<file path="config.mk">
export PLATFORM = sky130hd
export DESIGN_NAME = lsu_top
export DESIGN_NICKNAME = d
export VERILOG_FILES = /design/src/lsu_pkg.sv /design/src/mem_bus_pkg.sv /design/src/lsu_ctrl.sv /design/src/lsu_addr_gen.sv /design/src/lsu_store_align.sv /design/src/lsu_load_align.sv /design/src/lsu_top.sv
export SDC_FILE = /design/constraint.sdc
export NUM_CORES = 1
export LEC_CHECK = 0
export BUFFER_PORTS_ARGS = -buffer_cell sky130_fd_sc_hd__buf_2
export CORE_MARGIN = 2
export CORE_UTILIZATION = 38
export DETAILED_ROUTE_END_ITERATION = 12
export PLACE_DENSITY_LB_ADDON = 0.25
export SYNTH_ARGS = -nofsm -noshare
export SYNTH_HDL_FRONTEND = slang
export SYNTH_HIERARCHICAL = 1
export SYNTH_SLANG_ARGS = --single-unit
</file>
<file path="constraint.sdc">
create_clock -name clk_i -period 3 [get_ports clk_i]
set_clock_uncertainty 0.1 [all_clocks]
set_input_delay 0.6 -clock clk_i [delete_from_list [all_inputs] [get_ports clk_i]]
set_output_delay 0.6 -clock clk_i [all_outputs]
set_load 0.005 [all_outputs]
</file>
<file path="src/lsu_pkg.sv">
/*
 * Load/store unit core-side package
 * Access types, data widths and the request, response and part structs
 * exchanged between the core, the controller and the datapath.
 */
package lsu_pkg;

  localparam int unsigned xlen_w   = 32; // data and address width
  localparam int unsigned offset_w = 2;  // byte offset inside a word

  // access size, encoding follows the core's decoder
  typedef enum logic [1:0] {
    lsu_word = 2'b00,
    lsu_half = 2'b01,
    lsu_byte = 2'b10
  } lsu_type_e;

  // one access from the core, held until done
  typedef struct packed {
    logic              we;       // store when set
    lsu_type_e         lsu_type;
    logic              sign_ext; // sign-extend sub-word loads
    logic [xlen_w-1:0] addr;     // byte address
    logic [xlen_w-1:0] wdata;    // store data, lane 0 aligned
  } lsu_req_t;

  // response to the core, one resp_valid pulse per access
  typedef struct packed {
    logic              resp_valid;
    logic              rdata_valid;
    logic [xlen_w-1:0] rdata;
    logic              load_err;
    logic              store_err;
  } lsu_resp_t;

  // which part of an access the controller is issuing
  typedef struct packed {
    logic second_part; // upper word of a split access
    logic misaligned;  // access is split into two transfers
  } ls_part_t;

endpackage

</file>
<file path="src/mem_bus_pkg.sv">
/*
 * Data memory bus package
 * Word bus widths, outstanding-transfer limit and the request struct
 * driven towards memory.
 */
package mem_bus_pkg;

  localparam int unsigned bus_addr_w = 32;
  localparam int unsigned bus_data_w = 32;
  localparam int unsigned be_w       = bus_data_w / 8; // one enable per byte lane

  // a split access keeps at most two transfers in flight
  localparam int unsigned bus_outst_max = 2;
  localparam int unsigned outst_cnt_w   = $clog2(bus_outst_max + 1);

  // request side of the bus, payload valid while req is high
  typedef struct packed {
    logic                  req;
    logic                  we;
    logic [bus_addr_w-1:0] addr;  // word aligned
    logic [be_w-1:0]       be;
    logic [bus_data_w-1:0] wdata; // already rotated into its lanes
  } bus_req_t;

endpackage

</file>
<file path="src/lsu_ctrl.sv">
/*
 * Load/store unit control FSM
 * Splits misaligned accesses into two bus transfers, sequences grants and
 * rvalids, and tracks the error status of each access.
 */
`timescale 1ns/1ps

module lsu_ctrl
  import lsu_pkg::*;
  import mem_bus_pkg::*;
(
  input  logic                clk_i,
  input  logic                rst_ni,
  input  logic                lsu_req_i,
  input  lsu_type_e           req_type_i,
  input  logic [offset_w-1:0] req_offset_i,
  input  logic                req_we_i,
  input  logic                data_gnt_i,
  input  logic                data_rvalid_i,
  input  logic                data_err_i,
  output logic                bus_req_o,
  output ls_part_t            part_o,
  output logic                addr_update_o,
  output logic                ctrl_update_o,
  output logic                rdata_update_o,
  output logic                req_done_o,
  output logic                resp_valid_o,
  output logic                rdata_valid_o,
  output logic                load_err_o,
  output logic                store_err_o,
  output logic                busy_o
);

  typedef enum logic [2:0] {
    s_idle,
    s_wait_gnt_mis,              // first part of a split access not granted yet
    s_wait_rvalid_mis,           // first part granted, second part requested
    s_wait_gnt,                  // single part, or second part after first rvalid
    s_wait_rvalid_mis_gnts_done  // both granted, first rvalid still pending
  } ls_fsm_e;

  ls_fsm_e                state_q, state_d;
  logic                   split;            // access needs two transfers
  logic                   split_q, split_d;
  logic                   err_q, err_d;     // first part came back with an error
  logic                   we_q;
  logic                   any_err;
  logic                   issue;            // transfer granted this cycle
  logic [outst_cnt_w-1:0] outst_q;          // granted transfers awaiting rvalid

  // word off its boundary, or a half word crossing into the next word
  assign split = ((req_type_i == lsu_word) && (req_offset_i != '0)) ||
                 ((req_type_i == lsu_half) && (req_offset_i == {offset_w{1'b1}}));

  assign part_o.misaligned  = (state_q == s_idle) ? split : split_q;
  assign part_o.second_part = (state_q == s_wait_rvalid_mis) ||
                              (state_q == s_wait_rvalid_mis_gnts_done) ||
                              ((state_q == s_wait_gnt) && split_q);

  //////////////////////////////////////////////////
  // state sequencing
  //////////////////////////////////////////////////

  always_comb begin
    state_d        = state_q;
    split_d        = split_q;
    err_d          = err_q;
    bus_req_o      = 1'b0;
    addr_update_o  = 1'b0;
    ctrl_update_o  = 1'b0;
    rdata_update_o = 1'b0;

    unique case (state_q)
      s_idle: begin
        if (lsu_req_i) begin
          bus_req_o = 1'b1;
          split_d   = split;
          err_d     = 1'b0; // fresh access
          if (data_gnt_i) begin
            ctrl_update_o = 1'b1;
            addr_update_o = 1'b1;
            state_d       = split ? s_wait_rvalid_mis : s_idle;
          end else begin
            state_d       = split ? s_wait_gnt_mis : s_wait_gnt;
          end
        end
      end

      s_wait_gnt_mis: begin
        bus_req_o = 1'b1; // hold first part
        if (data_gnt_i) begin
          ctrl_update_o = 1'b1;
          addr_update_o = 1'b1;
          state_d       = s_wait_rvalid_mis;
        end
      end

      s_wait_rvalid_mis: begin
        bus_req_o = 1'b1; // second part overlaps the first one's data phase
        if (data_rvalid_i) begin
          err_d          = data_err_i;
          rdata_update_o = ~we_q;                    // keep upper bytes of first word
          addr_update_o  = data_gnt_i & ~data_err_i; // first failing address wins
          state_d        = data_gnt_i ? s_idle : s_wait_gnt;
        end else if (data_gnt_i) begin
          state_d = s_wait_rvalid_mis_gnts_done;
        end
      end

      s_wait_gnt: begin
        bus_req_o = 1'b1;
        if (data_gnt_i) begin
          ctrl_update_o = 1'b1;
          addr_update_o = ~err_q;
          state_d       = s_idle;
        end
      end

      s_wait_rvalid_mis_gnts_done: begin
        // no request here, only the first rvalid is awaited
        if (data_rvalid_i) begin
          err_d          = data_err_i;
          addr_update_o  = ~data_err_i;
          rdata_update_o = ~we_q;
          state_d        = s_idle;
        end
      end

      default: state_d = s_idle;
    endcase
  end

  always_ff @(posedge clk_i or negedge rst_ni) begin
    if (!rst_ni) begin
      state_q <= s_idle;
      split_q <= 1'b0;
      err_q   <= 1'b0;
      we_q    <= 1'b0;
    end else begin
      state_q <= state_d;
      split_q <= split_d;
      err_q   <= err_d;
      if (ctrl_update_o) begin
        we_q <= req_we_i;
      end
    end
  end

  // in-flight count, one up per grant and one down per rvalid
  assign issue = bus_req_o & data_gnt_i;

  always_ff @(posedge clk_i or negedge rst_ni) begin
    if (!rst_ni) begin
      outst_q <= '0;
    end else if (issue != data_rvalid_i) begin
      outst_q <= issue ? outst_q + 1'b1 : outst_q - 1'b1;
    end
  end

  //////////////////////////////////////////////////
  // core side outputs
  //////////////////////////////////////////////////

  // done on the grant of the last part
  assign req_done_o    = issue & (~part_o.misaligned | part_o.second_part);
  assign resp_valid_o  = data_rvalid_i & (state_q == s_idle); // final rvalid only
  assign any_err       = err_q | data_err_i;                  // either part failed
  assign rdata_valid_o = resp_valid_o & ~any_err & ~we_q;
  assign load_err_o    = resp_valid_o & any_err & ~we_q;
  assign store_err_o   = resp_valid_o & any_err & we_q;
  assign busy_o        = (state_q != s_idle) | (outst_q != '0);

  state_known_a : assert property (@(posedge clk_i) disable iff (!rst_ni)
    !$isunknown(state_q));

  // a response in idle needs a granted transfer still in flight
  no_stray_rvalid_a : assert property (@(posedge clk_i) disable iff (!rst_ni)
    (state_q == s_idle) && data_rvalid_i |-> (outst_q != '0));

endmodule

</file>
<file path="src/lsu_addr_gen.sv">
/*
 * Load/store unit address generation
 * Word-aligned bus address per part and the last-address register.
 */
`timescale 1ns/1ps

module lsu_addr_gen
  import lsu_pkg::*;
(
  input  logic              clk_i,
  input  logic              rst_ni,
  input  logic [xlen_w-1:0] addr_i,
  input  ls_part_t          part_i,
  input  logic              addr_update_i,
  output logic [xlen_w-1:0] bus_addr_o,
  output logic [xlen_w-1:0] addr_last_o
);

  logic [xlen_w-1:0] addr_last_q;
  logic [xlen_w-1:0] next_word; // word after the recorded first part

  // addr_last_q holds the first part's address once the first grant is seen
  assign next_word  = {addr_last_q[xlen_w-1:offset_w] + 1'b1, {offset_w{1'b0}}};
  assign bus_addr_o = part_i.second_part ? next_word
                                         : {addr_i[xlen_w-1:offset_w], {offset_w{1'b0}}};

  always_ff @(posedge clk_i or negedge rst_ni) begin
    if (!rst_ni) begin
      addr_last_q <= '0;
    end else if (addr_update_i) begin
      addr_last_q <= part_i.second_part ? next_word : addr_i; // byte addr for the first part
    end
  end

  assign addr_last_o = addr_last_q;

  // a second part only follows a recorded misaligned first part
  second_after_first_a : assert property (@(posedge clk_i) disable iff (!rst_ni)
    part_i.second_part |-> part_i.misaligned && (addr_last_q[offset_w-1:0] != '0));

endmodule

</file>
<file path="src/lsu_store_align.sv">
/*
 * Load/store unit store alignment
 * Byte enables per part and rotation of store data into its lanes.
 */
`timescale 1ns/1ps

module lsu_store_align
  import lsu_pkg::*;
  import mem_bus_pkg::*;
(
  input  lsu_type_e           type_i,
  input  logic [offset_w-1:0] offset_i,
  input  ls_part_t            part_i,
  input  logic [xlen_w-1:0]   wdata_i,
  output logic [be_w-1:0]     be_o,
  output logic [xlen_w-1:0]   wdata_o
);

  logic [be_w-1:0]     lane_mask; // lanes covered at offset 0
  logic [2*be_w-1:0]   be_span;   // low half first word, high half spill
  logic [2*xlen_w-1:0] wdata_rot;

  always_comb begin
    unique case (type_i)
      lsu_word: lane_mask = {be_w{1'b1}};
      lsu_half: lane_mask = be_w'(2'b11);
      default:  lane_mask = be_w'(1'b1);  // byte
    endcase
  end

  //////////////////////////////////////////////////
  // byte enables
  //////////////////////////////////////////////////

  // e.g. word at offset 1 spans 0001_1110
  assign be_span = {{be_w{1'b0}}, lane_mask} << offset_i;

  // second part gets the lanes that spilled into the next word
  assign be_o = part_i.second_part ? be_span[2*be_w-1:be_w]
                                   : be_span[be_w-1:0];

  //////////////////////////////////////////////////
  // store data rotation
  //////////////////////////////////////////////////

  // rotate left by offset bytes, the same data serves both parts
  assign wdata_rot = {wdata_i, wdata_i} << {offset_i, 3'b000};
  assign wdata_o   = wdata_rot[2*xlen_w-1:xlen_w];

endmodule

</file>
<file path="src/lsu_load_align.sv">
/*
 * Load/store unit load alignment
 * Joins the two words of a split load, extracts the byte, half word or
 * word and sign- or zero-extends it.
 */
`timescale 1ns/1ps

module lsu_load_align
  import lsu_pkg::*;
(
  input  logic                clk_i,
  input  logic                rst_ni,
  input  logic                ctrl_update_i,
  input  logic                rdata_update_i,
  input  lsu_type_e           type_i,
  input  logic [offset_w-1:0] offset_i,
  input  logic                sign_ext_i,
  input  logic [xlen_w-1:0]   rdata_i,
  output logic [xlen_w-1:0]   rdata_o
);

  logic [offset_w-1:0] offset_q;
  lsu_type_e           type_q;
  logic                sign_q;
  logic [xlen_w-1:8]   rdata_q;   // upper three bytes of the first word
  logic [2*xlen_w-1:0] win;       // second word on top of the saved bytes
  logic [2*xlen_w-1:0] win_sh;
  logic [xlen_w-1:0]   rdata_sh;  // single word shifted down to lane 0
  logic [xlen_w-1:0]   word_val;
  logic [15:0]         half_val;
  logic [7:0]          byte_val;

  // access attributes, captured at grant so the core may move on
  always_ff @(posedge clk_i or negedge rst_ni) begin
    if (!rst_ni) begin
      offset_q <= '0;
      type_q   <= lsu_word;
      sign_q   <= 1'b0;
    end else if (ctrl_update_i) begin
      offset_q <= offset_i;
      type_q   <= type_i;
      sign_q   <= sign_ext_i;
    end
  end

  always_ff @(posedge clk_i) begin
    if (rdata_update_i) begin
      rdata_q <= rdata_i[xlen_w-1:8];
    end
  end

  //////////////////////////////////////////////////
  // realignment
  //////////////////////////////////////////////////

  assign win      = {rdata_i, rdata_q, 8'h00};
  assign win_sh   = win >> {offset_q, 3'b000};
  assign rdata_sh = rdata_i >> {offset_q, 3'b000};

  // only split accesses draw on rdata_q
  assign word_val = (offset_q == '0) ? rdata_sh : win_sh[xlen_w-1:0];
  assign half_val = (offset_q == {offset_w{1'b1}}) ? win_sh[15:0] : rdata_sh[15:0];
  assign byte_val = rdata_sh[7:0]; // bytes never cross a word

  // width select and extension
  always_comb begin
    unique case (type_q)
      lsu_word: rdata_o = word_val;
      lsu_half: rdata_o = {{16{sign_q & half_val[15]}}, half_val};
      default:  rdata_o = {{24{sign_q & byte_val[7]}}, byte_val};
    endcase
  end

endmodule

</file>
<file path="src/lsu_top.sv">
/*
 * Load/store unit top level
 * Connects the control FSM to the address, store and load datapaths.
 */
`timescale 1ns/1ps

module lsu_top
  import lsu_pkg::*;
  import mem_bus_pkg::*;
(
  input  logic              clk_i,
  input  logic              rst_ni,
  input  logic              lsu_req_i,
  input  lsu_req_t          lsu_req_data_i,
  output logic              lsu_req_done_o,
  output lsu_resp_t         lsu_resp_o,
  output bus_req_t          bus_req_o,
  input  logic              data_gnt_i,
  input  logic              data_rvalid_i,
  input  logic              data_err_i,
  input  logic [xlen_w-1:0] data_rdata_i,
  output logic [xlen_w-1:0] addr_last_o,
  output logic              busy_o
);

  ls_part_t          part;
  logic              bus_req;
  logic              addr_update;
  logic              ctrl_update;
  logic              rdata_update;
  logic              resp_valid;
  logic              rdata_valid;
  logic              load_err;
  logic              store_err;
  logic [xlen_w-1:0] bus_addr;
  logic [xlen_w-1:0] bus_wdata;
  logic [xlen_w-1:0] rdata;
  logic [be_w-1:0]   bus_be;

  lsu_ctrl lsu_ctrl_i (
    .clk_i          (clk_i),
    .rst_ni         (rst_ni),
    .lsu_req_i      (lsu_req_i),
    .req_type_i     (lsu_req_data_i.lsu_type),
    .req_offset_i   (lsu_req_data_i.addr[offset_w-1:0]),
    .req_we_i       (lsu_req_data_i.we),
    .data_gnt_i     (data_gnt_i),
    .data_rvalid_i  (data_rvalid_i),
    .data_err_i     (data_err_i),
    .bus_req_o      (bus_req),
    .part_o         (part),
    .addr_update_o  (addr_update),
    .ctrl_update_o  (ctrl_update),
    .rdata_update_o (rdata_update),
    .req_done_o     (lsu_req_done_o),
    .resp_valid_o   (resp_valid),
    .rdata_valid_o  (rdata_valid),
    .load_err_o     (load_err),
    .store_err_o    (store_err),
    .busy_o         (busy_o)
  );

  lsu_addr_gen lsu_addr_gen_i (
    .clk_i         (clk_i),
    .rst_ni        (rst_ni),
    .addr_i        (lsu_req_data_i.addr),
    .part_i        (part),
    .addr_update_i (addr_update),
    .bus_addr_o    (bus_addr),
    .addr_last_o   (addr_last_o)
  );

  lsu_store_align lsu_store_align_i (
    .type_i   (lsu_req_data_i.lsu_type),
    .offset_i (lsu_req_data_i.addr[offset_w-1:0]),
    .part_i   (part),
    .wdata_i  (lsu_req_data_i.wdata),
    .be_o     (bus_be),
    .wdata_o  (bus_wdata)
  );

  lsu_load_align lsu_load_align_i (
    .clk_i          (clk_i),
    .rst_ni         (rst_ni),
    .ctrl_update_i  (ctrl_update),
    .rdata_update_i (rdata_update),
    .type_i         (lsu_req_data_i.lsu_type),
    .offset_i       (lsu_req_data_i.addr[offset_w-1:0]),
    .sign_ext_i     (lsu_req_data_i.sign_ext),
    .rdata_i        (data_rdata_i),
    .rdata_o        (rdata)
  );

  // we comes straight from the core, held while req is up
  assign bus_req_o = '{req: bus_req, we: lsu_req_data_i.we, addr: bus_addr,
                       be: bus_be, wdata: bus_wdata};

  assign lsu_resp_o = '{resp_valid: resp_valid, rdata_valid: rdata_valid, rdata: rdata,
                        load_err: load_err, store_err: store_err};

endmodule

</file>
==> impl_metrics.toml <==
[place]
hpwl_um = 16100
gp_congestion = 0.859
dp.cells = 1205
port_buffers = 243
dpl_cell_area_um2 = 8510

[sta]
fin_setup_tns_ps = 0
period_share_pct = 99.6
worst_slew_pin_slew_ps = 780
final-hold-violation-count = 0
slew_violations = 0
period_minus_slack_ps = 2990
maxSlewHeadroom_pct = 48.0
fmax_ghz = 0.335
final-setup-viol-count = 0
rsz0062_at_grt = "yes"

[final_layout]
fin_area_um2 = 9090
fillerInstances = 1639
utilization_pct = 52.2
area_growth_pct = 33.4
final-instance-count-excl-fill = 1239
final_nets = 1115
drive_above_1_share_pct = 45.3

[min_path]
hp-class = "in -> async"

[drt]
ant_nets = 0
drt_pass1_iterations = 5
drc = 0
wl_per_cell_um = 17.8
viasPerCell = 5.78
drt-total-wl_um = 22100
dr_total_vias = 7158
first_iter_violations = 457

[grt]
grt_max_degree = 41
track_usage_pct = 22.2
grt_overflow = 0
antenna_found_initial = 0
grt_pass1_vias = 6672
grt_pass1_wl_um = 33500

[floorplanning]
core_area_um2 = 17400
ioPinCount = 246
row_count = 48
fp.dieH_um = 138
die_w_um = 138
dieArea_um2 = 19000
start_util_pct = 39.1

[clock_network]
ctsHtreeMaxLevel = 3
cts_tree = "done"
clock_latency_ps = 340
max-clock-path-buffers = 2
clock-sinks = 69
cts_root_buf = "clkbuf_16"
path_clk_slew_ps = 60
cts_buffers = 9
cts_hold_buf = 0

[worst_setup_path]
cp-end-kind = "output port"
r2r_start = "lsu_ctrl_i/state_q[2]"
rr_worst_depth = 8
worstPathMaxFanout = 4
cpMaxStageDelayCell = "or4_1"
cp_cell_sequence = "ha_4 -> nand4_4 -> or3_4 -> or4_1 -> a31oi_4 -> buf_2"
crit_path_max_incr_delay_ps = 560
cp-start-kind = "flop"
required_ps = 2300
crit_type = "reg -> out"
startpoint = "lsu_addr_gen_i/addr_last_o[3]"
arrival_ps = 2290

[pwr]
clkPwrFrac_pct = 13.1
power.density_nw_per_um2 = 969
switching_share_pct = 44.7
p_sw_mw = 3.94
sequentialPowerShare_pct = 20.7
p_leak_nw = 3.86
internal_power_mw = 4.87
p_comb_share_pct = 66.2
ir_worst_vdd_mv = 0.505

[yosys]
postSynthCellCount = 740
ys_warn_count = 6
syn_area_per_cell_um2 = 9.21
synth.cell_area_um2 = 6820

[flow_run]
drv_cap = 0

[run_status]
status = "completed"
-- registers in the layout, summed over array words and instances (netlist names) --
signal / count
lsu_addr_gen_i/addr_last_o: 32
lsu_ctrl_i/err_q: 1
lsu_ctrl_i/outst_q: 2
lsu_ctrl_i/split_q: 1
lsu_ctrl_i/state_q: 3
lsu_ctrl_i/we_q: 1
lsu_load_align_i/offset_q: 2
lsu_load_align_i/rdata_q: 24
lsu_load_align_i/sign_q: 1
lsu_load_align_i/type_q: 2
-- power by group through the flow --
| stage | registers (mW) | clock network (mW) | logic (mW) |
|---|---|---|---|
| 2_1_floorplan | 1.74 | 0 | 3.42 |
| 3_3_place_gp | 1.77 | 0 | 5.50 |
| 3_5_place_dp | 1.80 | 0 | 5.53 |
| 4_1_cts | 1.79 | 1.19 | 5.60 |
| 5_1_grt | 1.89 | 1.22 | 6.43 |
| 6_report | 1.82 | 1.16 | 5.83 |
-- final cells by class --
cell class	count	area (µm²)	area share, %
Clock buffer	10	229	2.52
Clock inverter	6	85.1	0.935
Timing Repair Buffer	327	1940	21.4
Tap cell	225	282	3.10
Multi-Input combinational cell	583	4620	50.8
Inverter	18	67.6	0.743
Antenna cell	1	2.50	0.0275
Sequential cell	69	1870	20.5
-- cell usage in the layout (no fill, tap or decap), types with 10 or more instances in the layout --
cell,count
nand4_1,12
o22a_1,12
a31oi_1,16
inv_1,17
o211ai_1,16
nor3_1,22
dfrtp_1,32
mux4_2,47
edfxtp_1,24
nand2_1,79
nand3_1,31
nor2_1,59
buf_2,243
clkbuf_16,10
o21ai_0,36
dfrtp_2,12
buf_4,75
mux2i_1,30
mux2_2,21
a21oi_1,30
nand2b_1,13
-- critical path, delay by kind of cell, from the launching register on --
family | cells | cell delay, ps
compound gates | 1 | 190
fa+ha+maj | 1 | 170
buf+inv | 1 | 140
flops | 1 | 400
simple gates | 3 | 1050
-- what timing repair did --
action                                  CTS  global route
cloned                                    0             1
endpoints found under the setup margin   14            16
gates resized for setup                  14            20
pin swaps                                 6             6
buffers inserted                          6            10
-- layer usage --
metal  global-route usage, %  wire, µm  vias to the layer above
met4                    7.09       375                        0
met3                    4.64      1570                       28
met5                       0         0                        -
li1                        -         -                     3407
met1                    28.4      9380                     3445
met2                    37.7     10800                      278
-- metrics by stage --
| stage | setup slack, ps | hold slack, ps | power (mW) |
|---|---|---|---|
| detailed placement | 139 | 369 | 7.32 |
| CTS | 0.492 | 248 | 8.58 |
| global route | -60.6 | 289 | 9.54 |
| floorplan | 61.3 | 204 | 5.16 |
| global placement | 184 | 366 | 7.28 |
| finish | 12.6 | 236 | 8.81 |
-- path summary, 6_finish.rpt --
path                                                   to  slack (ps)
max                                         bus_req_o[66]          10
min                        lsu_addr_gen_i/addr_last_o[25]         240
max reg2reg                 lsu_addr_gen_i/addr_last_o[5]         510
min reg2reg                         lsu_ctrl_i/outst_q[1]         370
max in group asynchronous   lsu_addr_gen_i/addr_last_o[7]        1820
min in group clk_i           lsu_load_align_i/rdata_q[24]         370
Power figures use the tool's default switching activity.
